[config.mk]
export PLATFORM = sky130hd
export DESIGN_NAME = decodeCore
export DESIGN_NICKNAME = d
export VERILOG_FILES = /design/src/hdl/mipsPkg.sv /design/src/hdl/decodeCore.sv /design/src/hdl/decodeExecReg.sv /design/src/hdl/decodeStage.sv /design/src/hdl/regFile.sv /design/src/hdl/operandForward.sv /design/src/hdl/branchUnit.sv /design/src/hdl/mainDecoder.sv
export SDC_FILE = /design/constraint.sdc
export NUM_CORES = 2
export LEC_CHECK = 0
export BUFFER_PORTS_ARGS = -buffer_cell sky130_fd_sc_hd__buf_2
export CAP_MARGIN = 10
export CORE_MARGIN = 3
export CORE_UTILIZATION = 30
export CTS_CLUSTER_SIZE = 14
export DETAILED_ROUTE_END_ITERATION = 6
export GPL_TIMING_DRIVEN = 0
export PLACE_DENSITY = 0.53
export SYNTH_ARGS = -nofsm -noshare
export SYNTH_HDL_FRONTEND = slang
export SYNTH_SLANG_ARGS = --single-unit
[constraint.sdc]
create_clock -name clk -period 5.7 [get_ports clk]
set_input_delay 1.14 -clock clk [delete_from_list [all_inputs] [get_ports clk]]
set_output_delay 1.14 -clock clk [all_outputs]
set_load 0.02 [all_outputs]
[src/hdl/mipsPkg.sv]
`default_nettype none

package mipsPkg;

	localparam int WordWidth      = 32;
	localparam int RegAddrWidth   = 5;
	localparam int ImmWidth       = 16;
	localparam int OpcodeWidth    = 6;
	localparam int FunctWidth     = 6;
	localparam int JumpIndexWidth = 26;

	typedef logic [WordWidth-1:0]    word_t;
	typedef logic [RegAddrWidth-1:0] regAddr_t;

	// decoded operation handed to execute
	typedef enum logic [4:0] {
		ADDU,
		SUBU,
		AND,
		OR,
		SLT,
		ADDIU,
		ANDI,
		ORI,
		LUI,
		LW,
		SW,
		BEQ,
		BNE,
		BLEZ,
		BGTZ,
		J,
		JAL,
		JR,
		MFHI,
		MFLO,
		MFC0,
		RESERVED
	} decOp_t;

	typedef enum logic [1:0] {
		BR_EQ,
		BR_NE,
		BR_LEZ,
		BR_GTZ
	} branchType_t;

	// operand source chosen by the hazard unit
	typedef enum logic [1:0] {
		FWD_REG,
		FWD_MEM,
		FWD_WB
	} forward_t;

endpackage

`default_nettype wire
[src/hdl/decodeCore.sv]
`default_nettype none

module decodeCore import mipsPkg::*; #(
	parameter int NumCredits = 2
) (
	input  logic     clk,
	input  logic     arstN,
	input  word_t    instr,
	input  word_t    pcPlus4,
	input  logic     fetchExc,
	input  logic     instrValid,
	output logic     instrReady,
	input  forward_t forwardA,
	input  forward_t forwardB,
	input  word_t    aluOutM,
	input  word_t    resultW,
	input  logic     stall,
	input  word_t    hi,
	input  word_t    lo,
	input  word_t    cp0Rd,
	output regAddr_t cp0Ra,
	input  logic     wbEnable,
	input  regAddr_t wbAddr,
	input  word_t    wbData,
	output logic     redirect,
	output word_t    redirectTarget,
	output logic     isJr,
	input  logic     creditReturn,
	output logic     exValid,
	output decOp_t   exOp,
	output regAddr_t exRs,
	output regAddr_t exRt,
	output regAddr_t exRd,
	output regAddr_t exShamt,
	output word_t    exImm,
	output word_t    exSrcA,
	output word_t    exSrcB,
	output word_t    exPcPlus4,
	output logic     exFetchExc,
	output logic     exReservedExc
);

	regAddr_t ra1;
	regAddr_t ra2;
	word_t    rd1;
	word_t    rd2;
	logic     accept;
	decOp_t   op;
	regAddr_t rs;
	regAddr_t rt;
	regAddr_t rd;
	regAddr_t shamt;
	word_t    immExt;
	word_t    srcA;
	word_t    srcB;
	logic     reserved;

	regFile regs (
		.clk   (clk),
		.arstN (arstN),
		.ra1   (ra1),
		.ra2   (ra2),
		.rd1   (rd1),
		.rd2   (rd2),
		.we    (wbEnable),
		.wa    (wbAddr),
		.wd    (wbData)
	);

	decodeStage decode (
		.instr          (instr),
		.pcPlus4        (pcPlus4),
		.rd1            (rd1),
		.rd2            (rd2),
		.ra1            (ra1),
		.ra2            (ra2),
		.forwardA       (forwardA),
		.forwardB       (forwardB),
		.aluOutM        (aluOutM),
		.resultW        (resultW),
		.hi             (hi),
		.lo             (lo),
		.cp0Rd          (cp0Rd),
		.cp0Ra          (cp0Ra),
		.accept         (accept),
		.op             (op),
		.rs             (rs),
		.rt             (rt),
		.rd             (rd),
		.shamt          (shamt),
		.immExt         (immExt),
		.srcA           (srcA),
		.srcB           (srcB),
		.reserved       (reserved),
		.redirect       (redirect),
		.redirectTarget (redirectTarget),
		.isJr           (isJr)
	);

	decodeExecReg #(
		.NumCredits (NumCredits)
	) deReg (
		.clk           (clk),
		.arstN         (arstN),
		.accept        (accept),
		.instrValid    (instrValid),
		.stall         (stall),
		.instrReady    (instrReady),
		.creditReturn  (creditReturn),
		.op            (op),
		.rs            (rs),
		.rt            (rt),
		.rd            (rd),
		.shamt         (shamt),
		.immExt        (immExt),
		.srcA          (srcA),
		.srcB          (srcB),
		.pcPlus4       (pcPlus4),
		.fetchExc      (fetchExc),
		.reserved      (reserved),
		.exValid       (exValid),
		.exOp          (exOp),
		.exRs          (exRs),
		.exRt          (exRt),
		.exRd          (exRd),
		.exShamt       (exShamt),
		.exImm         (exImm),
		.exSrcA        (exSrcA),
		.exSrcB        (exSrcB),
		.exPcPlus4     (exPcPlus4),
		.exFetchExc    (exFetchExc),
		.exReservedExc (exReservedExc)
	);

endmodule

`default_nettype wire

[src/hdl/decodeExecReg.sv]
`default_nettype none

module decodeExecReg import mipsPkg::*; #(
	parameter int NumCredits = 2
) (
	input  logic     clk,
	input  logic     arstN,
	output logic     accept,
	input  logic     instrValid,
	input  logic     stall,
	output logic     instrReady,
	input  logic     creditReturn,
	input  decOp_t   op,
	input  regAddr_t rs,
	input  regAddr_t rt,
	input  regAddr_t rd,
	input  regAddr_t shamt,
	input  word_t    immExt,
	input  word_t    srcA,
	input  word_t    srcB,
	input  word_t    pcPlus4,
	input  logic     fetchExc,
	input  logic     reserved,
	output logic     exValid,
	output decOp_t   exOp,
	output regAddr_t exRs,
	output regAddr_t exRt,
	output regAddr_t exRd,
	output regAddr_t exShamt,
	output word_t    exImm,
	output word_t    exSrcA,
	output word_t    exSrcB,
	output word_t    exPcPlus4,
	output logic     exFetchExc,
	output logic     exReservedExc
);

	localparam int CreditWidth = $clog2(NumCredits + 1);

	logic [CreditWidth-1:0] credits;
	logic                   running;

	// goes high on the first edge after reset release
	always_ff @(posedge clk or negedge arstN) begin
		if (!arstN) begin
			running <= 1'b0;
		end else begin
			running <= 1'b1;
		end
	end

	assign instrReady = running && (credits != '0) && !stall;
	assign accept     = instrValid && instrReady;

	always_ff @(posedge clk or negedge arstN) begin
		if (!arstN) begin
			credits <= CreditWidth'(NumCredits);
		end else begin
			case ({accept, creditReturn})
				2'b10:   credits <= credits - 1'b1;
				2'b01:   credits <= credits + 1'b1;
				default: credits <= credits;
			endcase
		end
	end

	always_ff @(posedge clk or negedge arstN) begin
		if (!arstN) begin
			exValid <= 1'b0;
		end else begin
			exValid <= accept;
		end
	end

	always_ff @(posedge clk) begin
		if (accept) begin
			exOp          <= op;
			exRs          <= rs;
			exRt          <= rt;
			exRd          <= rd;
			exShamt       <= shamt;
			exImm         <= immExt;
			exSrcA        <= srcA;
			exSrcB        <= srcB;
			exPcPlus4     <= pcPlus4;
			exFetchExc    <= fetchExc;
			exReservedExc <= reserved;
		end
	end

	creditInRange: assert property (@(posedge clk) disable iff (!arstN)
		credits <= CreditWidth'(NumCredits))
		else $error("decodeExecReg: credit count above %0d", NumCredits);

	// execute returning a slot it never received
	noExtraReturn: assert property (@(posedge clk) disable iff (!arstN)
		(creditReturn && !accept) |-> (credits < CreditWidth'(NumCredits)))
		else $error("decodeExecReg: credit returned with all slots free");

endmodule

`default_nettype wire

[src/hdl/decodeStage.sv]
`default_nettype none

module decodeStage import mipsPkg::*; (
	input  word_t    instr,
	input  word_t    pcPlus4,
	input  word_t    rd1,
	input  word_t    rd2,
	output regAddr_t ra1,
	output regAddr_t ra2,
	input  forward_t forwardA,
	input  forward_t forwardB,
	input  word_t    aluOutM,
	input  word_t    resultW,
	input  word_t    hi,
	input  word_t    lo,
	input  word_t    cp0Rd,
	output regAddr_t cp0Ra,
	input  logic     accept,
	output decOp_t   op,
	output regAddr_t rs,
	output regAddr_t rt,
	output regAddr_t rd,
	output regAddr_t shamt,
	output word_t    immExt,
	output word_t    srcA,
	output word_t    srcB,
	output logic     reserved,
	output logic     redirect,
	output word_t    redirectTarget,
	output logic     isJr
);

	logic [ImmWidth-1:0] imm;
	word_t               signExtImm;
	word_t               fwdA;
	word_t               fwdB;
	word_t               branchTarget;
	word_t               jumpTarget;
	logic                zeroExt;
	logic                isBranch;
	logic                isJump;
	logic                jrCtl;
	logic                taken;
	branchType_t         branchType;

	assign rs    = instr[25:21];
	assign rt    = instr[20:16];
	assign rd    = instr[15:11];
	assign shamt = instr[10:6];
	assign imm   = instr[ImmWidth-1:0];

	assign ra1   = rs;
	assign ra2   = rt;
	assign cp0Ra = rd;

	mainDecoder mainDec (
		.instr      (instr),
		.op         (op),
		.zeroExt    (zeroExt),
		.regDst     (),
		.aluSrcImm  (),
		.isBranch   (isBranch),
		.isJump     (isJump),
		.isJr       (jrCtl),
		.writesReg  (),
		.branchType (branchType),
		.reserved   (reserved)
	);

	assign signExtImm = {{(WordWidth-ImmWidth){imm[ImmWidth-1]}}, imm};

	// lui places the immediate in the upper half
	always_comb begin
		if (op == LUI) begin
			immExt = {imm, {(WordWidth-ImmWidth){1'b0}}};
		end else if (zeroExt) begin
			immExt = {{(WordWidth-ImmWidth){1'b0}}, imm};
		end else begin
			immExt = signExtImm;
		end
	end

	operandForward fwdMuxA (
		.regValue (rd1),
		.aluOutM  (aluOutM),
		.resultW  (resultW),
		.sel      (forwardA),
		.value    (fwdA)
	);

	operandForward fwdMuxB (
		.regValue (rd2),
		.aluOutM  (aluOutM),
		.resultW  (resultW),
		.sel      (forwardB),
		.value    (fwdB)
	);

	// move-from ops take operand A from hi, lo or cp0
	always_comb begin
		case (op)
			MFHI:    srcA = hi;
			MFLO:    srcA = lo;
			MFC0:    srcA = cp0Rd;
			default: srcA = fwdA;
		endcase
	end

	assign srcB = fwdB;

	branchUnit brUnit (
		.srcA       (fwdA),
		.srcB       (fwdB),
		.branchType (branchType),
		.taken      (taken)
	);

	assign branchTarget = pcPlus4 + {signExtImm[WordWidth-3:0], 2'b00};
	assign jumpTarget   = {pcPlus4[31:28], instr[JumpIndexWidth-1:0], 2'b00};

	always_comb begin
		if (jrCtl) begin
			redirectTarget = srcA;
		end else if (isJump) begin
			redirectTarget = jumpTarget;
		end else begin
			redirectTarget = branchTarget;
		end
	end

	// pc select only acts on an accepted instruction
	assign redirect = accept && (isJump || jrCtl || (isBranch && taken));
	assign isJr     = accept && jrCtl;

endmodule

`default_nettype wire

[src/hdl/regFile.sv]
`default_nettype none

module regFile import mipsPkg::*; (
	input  logic     clk,
	input  logic     arstN,
	input  regAddr_t ra1,
	input  regAddr_t ra2,
	output word_t    rd1,
	output word_t    rd2,
	input  logic     we,
	input  regAddr_t wa,
	input  word_t    wd
);

	localparam int NumRegs = 2 ** RegAddrWidth;

	word_t regs [NumRegs];

	always_ff @(posedge clk or negedge arstN) begin
		if (!arstN) begin
			regs <= '{default: '0};
		end else if (we && (wa != '0)) begin
			regs[wa] <= wd;
		end
	end

	// reads see the value before a same-cycle write
	assign rd1 = (ra1 == '0) ? '0 : regs[ra1];
	assign rd2 = (ra2 == '0) ? '0 : regs[ra2];

endmodule

`default_nettype wire

[src/hdl/operandForward.sv]
`default_nettype none

module operandForward import mipsPkg::*; (
	input  word_t    regValue,
	input  word_t    aluOutM,
	input  word_t    resultW,
	input  forward_t sel,
	output word_t    value
);

	always_comb begin
		case (sel)
			FWD_MEM: value = aluOutM;
			FWD_WB:  value = resultW;
			default: value = regValue;
		endcase
	end

	// hazard unit must never send the spare code
	selDefined: assert final ($isunknown(sel) || (sel inside {FWD_REG, FWD_MEM, FWD_WB}))
		else $error("operandForward: undefined forward select %0d", sel);

endmodule

`default_nettype wire

[src/hdl/branchUnit.sv]
`default_nettype none

module branchUnit import mipsPkg::*; (
	input  word_t       srcA,
	input  word_t       srcB,
	input  branchType_t branchType,
	output logic        taken
);

	// zero compares treat operand A as signed
	always_comb begin
		case (branchType)
			BR_EQ:   taken = (srcA == srcB);
			BR_NE:   taken = (srcA != srcB);
			BR_LEZ:  taken = ($signed(srcA) <= 0);
			BR_GTZ:  taken = ($signed(srcA) > 0);
			default: taken = 1'b0;
		endcase
	end

endmodule

`default_nettype wire

[src/hdl/mainDecoder.sv]
`default_nettype none

module mainDecoder import mipsPkg::*; (
	input  word_t       instr,
	output decOp_t      op,
	output logic        zeroExt,
	output logic        regDst,
	output logic        aluSrcImm,
	output logic        isBranch,
	output logic        isJump,
	output logic        isJr,
	output logic        writesReg,
	output branchType_t branchType,
	output logic        reserved
);

	logic [OpcodeWidth-1:0] opcode;
	logic [FunctWidth-1:0]  funct;
	regAddr_t               rsField;

	assign opcode  = instr[31:26];
	assign funct   = instr[5:0];
	assign rsField = instr[25:21];

	always_comb begin
		op         = RESERVED;
		zeroExt    = 1'b0;
		regDst     = 1'b0;
		aluSrcImm  = 1'b0;
		isBranch   = 1'b0;
		isJump     = 1'b0;
		isJr       = 1'b0;
		writesReg  = 1'b0;
		branchType = BR_EQ;
		case (opcode)
			// special group, destination is rd
			6'b000000: begin
				regDst    = 1'b1;
				writesReg = 1'b1;
				case (funct)
					6'b100001: op = ADDU;
					6'b100011: op = SUBU;
					6'b100100: op = AND;
					6'b100101: op = OR;
					6'b101010: op = SLT;
					6'b010000: op = MFHI;
					6'b010010: op = MFLO;
					6'b001000: begin
						op        = JR;
						isJr      = 1'b1;
						regDst    = 1'b0;
						writesReg = 1'b0;
					end
					default: begin
						regDst    = 1'b0;
						writesReg = 1'b0;
					end
				endcase
			end
			6'b000010: begin
				op     = J;
				isJump = 1'b1;
			end
			// link register write is handled downstream
			6'b000011: begin
				op        = JAL;
				isJump    = 1'b1;
				writesReg = 1'b1;
			end
			6'b000100: begin
				op       = BEQ;
				isBranch = 1'b1;
			end
			6'b000101: begin
				op         = BNE;
				isBranch   = 1'b1;
				branchType = BR_NE;
			end
			6'b000110: begin
				op         = BLEZ;
				isBranch   = 1'b1;
				branchType = BR_LEZ;
			end
			6'b000111: begin
				op         = BGTZ;
				isBranch   = 1'b1;
				branchType = BR_GTZ;
			end
			6'b001001: begin
				op        = ADDIU;
				aluSrcImm = 1'b1;
				writesReg = 1'b1;
			end
			6'b001100: begin
				op        = ANDI;
				zeroExt   = 1'b1;
				aluSrcImm = 1'b1;
				writesReg = 1'b1;
			end
			6'b001101: begin
				op        = ORI;
				zeroExt   = 1'b1;
				aluSrcImm = 1'b1;
				writesReg = 1'b1;
			end
			6'b001111: begin
				op        = LUI;
				aluSrcImm = 1'b1;
				writesReg = 1'b1;
			end
			6'b100011: begin
				op        = LW;
				aluSrcImm = 1'b1;
				writesReg = 1'b1;
			end
			6'b101011: begin
				op        = SW;
				aluSrcImm = 1'b1;
			end
			// cop0, only the move-from form is supported
			6'b010000: begin
				if (rsField == '0) begin
					op        = MFC0;
					writesReg = 1'b1;
				end
			end
			default: op = RESERVED;
		endcase
	end

	assign reserved = (op == RESERVED);

endmodule

`default_nettype wire

==> results.md <==
* Outcome: complete, but fails checks
* Violated checks: capacitance limit, setup timing
* Post-DP HPWL at 245 mm
* Unrepaired setup endpoints after global routing: true
* CTS tree: built
* Clock buffer depth at 3
* Peak supply drop at 283 µV
* Grt ovf at 0
* Reg2Reg Setup Slack at 2580 ps
* Area grow syn2layout at 24.2%
* Post-route ant nets at 0
* Min-delay worst type: primary input to asynchronous set/reset pin
* R2r endpoint: deReg.exRs[3]
* Slew @ Worst Pin at 1500 ps
* Switching Fraction at 0.315
* Syn Nets at 4660
* Met1 usage at 0.353
* Worst EP required at 4560 ps
* CP Class: primary input to output pin
* Worst slack, placed at -4200 ps
* Final Hold Fails at 0
* Clock tree sinks at 1183
* Synth Flop Type: dfrtp_1
* Layout cell share with drive strength beyond 1 at 0.520
* CTS Buf Count at 143
* Switching power at 8670 µW
* Max cap viols at 1
* Number of global-route vias before repair at 48516
* Synth cell types at 72
* Vias after detailed routing at 49721
* Core area at 211000 µm²
* Port bufs at 465
* Ys Warns at 0
* Via density at 6.16
* Post-synth EDFFs at 155
* Initial core utilization at 0.303
* Gate Count Post-Synth at 4353
* Slew Limit Fails at 0
* Nets@finish at 5433
* Power density over the cells at 348 nW/µm²
* Tmin final at 7070 ps
* Routing usage on met2 at 0.445
* Final Setup Violations at 6
* Final wirelength at 339 mm
* GPL Wtd Cong at 0.999
* Slew headroom at 0.0000379
* Flop pwr share at 0.404
* Sequential share of the synthesized area at 0.475
* Fraction of registers with async set/reset at 0.869
* Leakage at 0.0336 µW
* Final worst-path setup slack at -1370 ps
* Antenna violations before repair at 50
* I/O Pins at 468
* Reg clk slew, reported paths at 60 ps
* Busiest grt layer: met2
* Die Area at 219000 µm²
* CP Launch Type: primary input
* Grt met3 use at 0.119
* Max Clock Skew at 35.6 ps
* Worst R2R Start: deReg.credits[1]
* Avg Synthesized Cell Area at 14.7 µm²
* Row cnt at 168
* DR iter-0 viols at 6962
* Post-synthesis cell area at 63900 µm²
* DRT Pass-1 Iters at 6
* Largest net degree at the start of global routing at 159
* Int Pwr at 18900 µW
* Filler cells at 20160
* Gate power share at 0.249
* GRT Resource Usage Total at 0.303
* WL per Instance at 42.0 µm
* First-pass GRT wire length at 444 mm
* # H-tree levels at 4
* Pwr Total at 27600 µW
* Worst EP arrival at 5930 ps
* Synthesized flop and latch total at 1183
* Critical Path Sink Type: output pin
* Worst skew pair latency at 850 ps
* CTS Hold Bufs at 0
* CTS Root Cell: clkbuf_16
* Highest net fanout along the worst path at 10
* Die extent in x at 468 µm
* Worst reg-to-reg path cell count at 5
* Period utilization at 1.24
* Fmax at 0.141 GHz
* Die Y at 468 µm
* # DRC at 0
* Final Util at 0.377
* Clock power frac at 0.348
==> worst max-delay path, cell delays in order <==
cell and delay (ps):
buf_2 170, buf_8 210, buf_6 300, clkbuf_16 350, mux2i_4 360, o22ai_2 120
a211o_1 330, xor2_1 150, nand4_1 610, nor4_4 590, nand4_1 340, nor3_4 450
mux2i_1 250, o211ai_1 230, buf_4 260
==> sequential cells by signal, summed over array words and instances, names as in the netlist <==
register	flops
deReg.exImm	32
deReg.exRt	5
deReg.exRs	5
deReg.exReservedExc	1
deReg.exFetchExc	1
deReg.running	1
deReg.exPcPlus4	32
deReg.exOp	5
deReg.credits	2
deReg.exRd	5
deReg.exSrcB	32
regs.regs	1024
deReg.exSrcA	32
deReg.exValid	1
deReg.exShamt	5
==> routing by layer <==
metal  up-vias  wire [µm]
met5         -        134
met3      1149      42100
met2      3734     145000
li1      18514          -
met4        18      32600
met1     26306     119000
==> metrics by stage <==
step / hold slack [ps] / instance area, µm² / setup TNS [ps] / instances
after floorplan: 441 / 63900 / 0 / 4353
after global placement: 456 / 69700 / - / 7623
after detailed placement: 464 / 71200 / -65150 / 7693
after CTS: 205 / 79000 / -1220 / 8036
after global routing: 232 / 79300 / -1180 / 8053
final: 223 / 79300 / -1600 / 8071
==> area by class of cell <==
cell class	count	area, µm²	area share
Multi-Input combinational cell	2691	32300	0.407
Sequential cell	1183	30400	0.383
Timing Repair Buffer	638	4620	0.0583
Clock buffer	207	4160	0.0525
Buffer	453	3570	0.0450
Tap cell	2805	3510	0.0442
Clock inverter	51	648	0.00817
Inverter	16	67.6	0.000852
Antenna cell	27	67.6	0.000852
==> power groups by stage <==
stage	sequential, µW	clock (µW)	combinational, µW
global route	11300	9960	7060
global placement	11200	0	6090
CTS	11100	9640	6680
detailed placement	11200	0	6260
floorplan	10900	0	3900
finish	11100	9590	6860
==> Yosys cell counts (4+ instances only) <==
cell type / n / area [µm²]
dfrtp_1: 1027 / 25700
mux2_2: 997 / 11200
mux4_2: 551 / 12400
clkbuf_1: 291 / 1090
mux2i_1: 159 / 1590
edfxtp_1: 155 / 4650
nor2_1: 131 / 492
nand2_1: 121 / 454
a22oi_1: 105 / 788
a21oi_1: 93 / 465
buf_1: 71 / 267
buf_2: 62 / 310
o22ai_1: 47 / 294
nor2b_1: 45 / 282
o21ai_0: 44 / 220
xnor2_1: 39 / 342
a211oi_1: 35 / 263
a21o_1: 34 / 255
ha_1: 34 / 425
o221ai_1: 34 / 298
buf_4: 29 / 218
nor3_1: 19 / 95.1
xor2_1: 19 / 166
nand3_1: 17 / 85.1
a211o_1: 16 / 140
a31oi_1: 16 / 100
inv_1: 16 / 60.1
buf_6: 10 / 113
nor4_1: 10 / 62.6
a221o_1: 9 / 90.1
nand4_1: 9 / 56.3
o21a_1: 9 / 67.6
nand2b_1: 8 / 50.1
and2_1: 7 / 43.8
nand3b_1: 7 / 52.6
or2_2: 7 / 43.8
o211ai_1: 6 / 45.0
or3_1: 6 / 37.5
and3_1: 5 / 31.3
nor4b_1: 4 / 35.0
==> repair_timing <==
action / 4_1_cts / 5_1_grt
gates resized for setup: 543 / 43
gates cloned: 3 / 0
setup endpoints to repair: 33 / 31
buffers inserted: 89 / 8
pin swaps: 33 / 15
==> how the worst max path moves through the flow <==
stage               from                to  slack (ps)  cells after the start
2_1_floorplan      stall  deReg.exFetchExc         150                      3
4_1_cts        instr[16]          redirect       -1220                     16
3_5_place_dp   instr[22]          redirect       -4200                     16
3_3_place_gp       arstN    regs.regs[975]      -19950                      1
5_1_grt        instr[16]          redirect       -1180                     16
6_report       instr[18]          redirect       -1370                     15
==> logic make-up (layout without fill, tap and decap cells) <==
logic type,count (synthesis),after routing,share of synthesized area
other,1,28,0.0000587
flip-flops,1183,1183,0.475
XOR/XNOR,58,58,0.00795
buffers and inverters,479,1365,0.0322
AND/OR/NAND/NOR,410,410,0.0305
multiplexers,1707,1707,0.395
AO/OA/AOI/OAI,480,480,0.0521
adder cells (fa/ha/maj),35,35,0.00697
==> layout by cell type, fill, tap and decap left out, types with 14 or more instances in the layout <==
| cell type | count |
|---|---|
| mux4_2 | 551 |
| inv_1 | 14 |
| buf_4 | 137 |
| a21oi_4 | 16 |
| diode_2 | 27 |
| buf_8 | 47 |
| nor2_1 | 130 |
| mux2i_1 | 137 |
| buf_12 | 20 |
| xnor2_1 | 39 |
| o22ai_1 | 42 |
| clkbuf_1 | 233 |
| a21oi_1 | 68 |
| a21o_1 | 34 |
| nor2b_1 | 45 |
| a211o_1 | 16 |
| clkbuf_2 | 37 |
| buf_2 | 463 |
| ha_1 | 34 |
| nor3_1 | 17 |
| mux2_2 | 997 |
| xor2_1 | 19 |
| buf_1 | 50 |
| dfrtp_1 | 1027 |
| a211oi_1 | 30 |
| clkinv_2 | 19 |
| clkbuf_4 | 21 |
| clkbuf_8 | 42 |
| buf_6 | 29 |
| o21ai_0 | 33 |
| buf_16 | 59 |
| edfxtp_1 | 155 |
| nand2_1 | 120 |
| nand3_1 | 16 |
| o221ai_1 | 25 |
| clkbuf_16 | 156 |
| a22oi_1 | 104 |
Note: power is estimated with default switching activity, not from simulation.
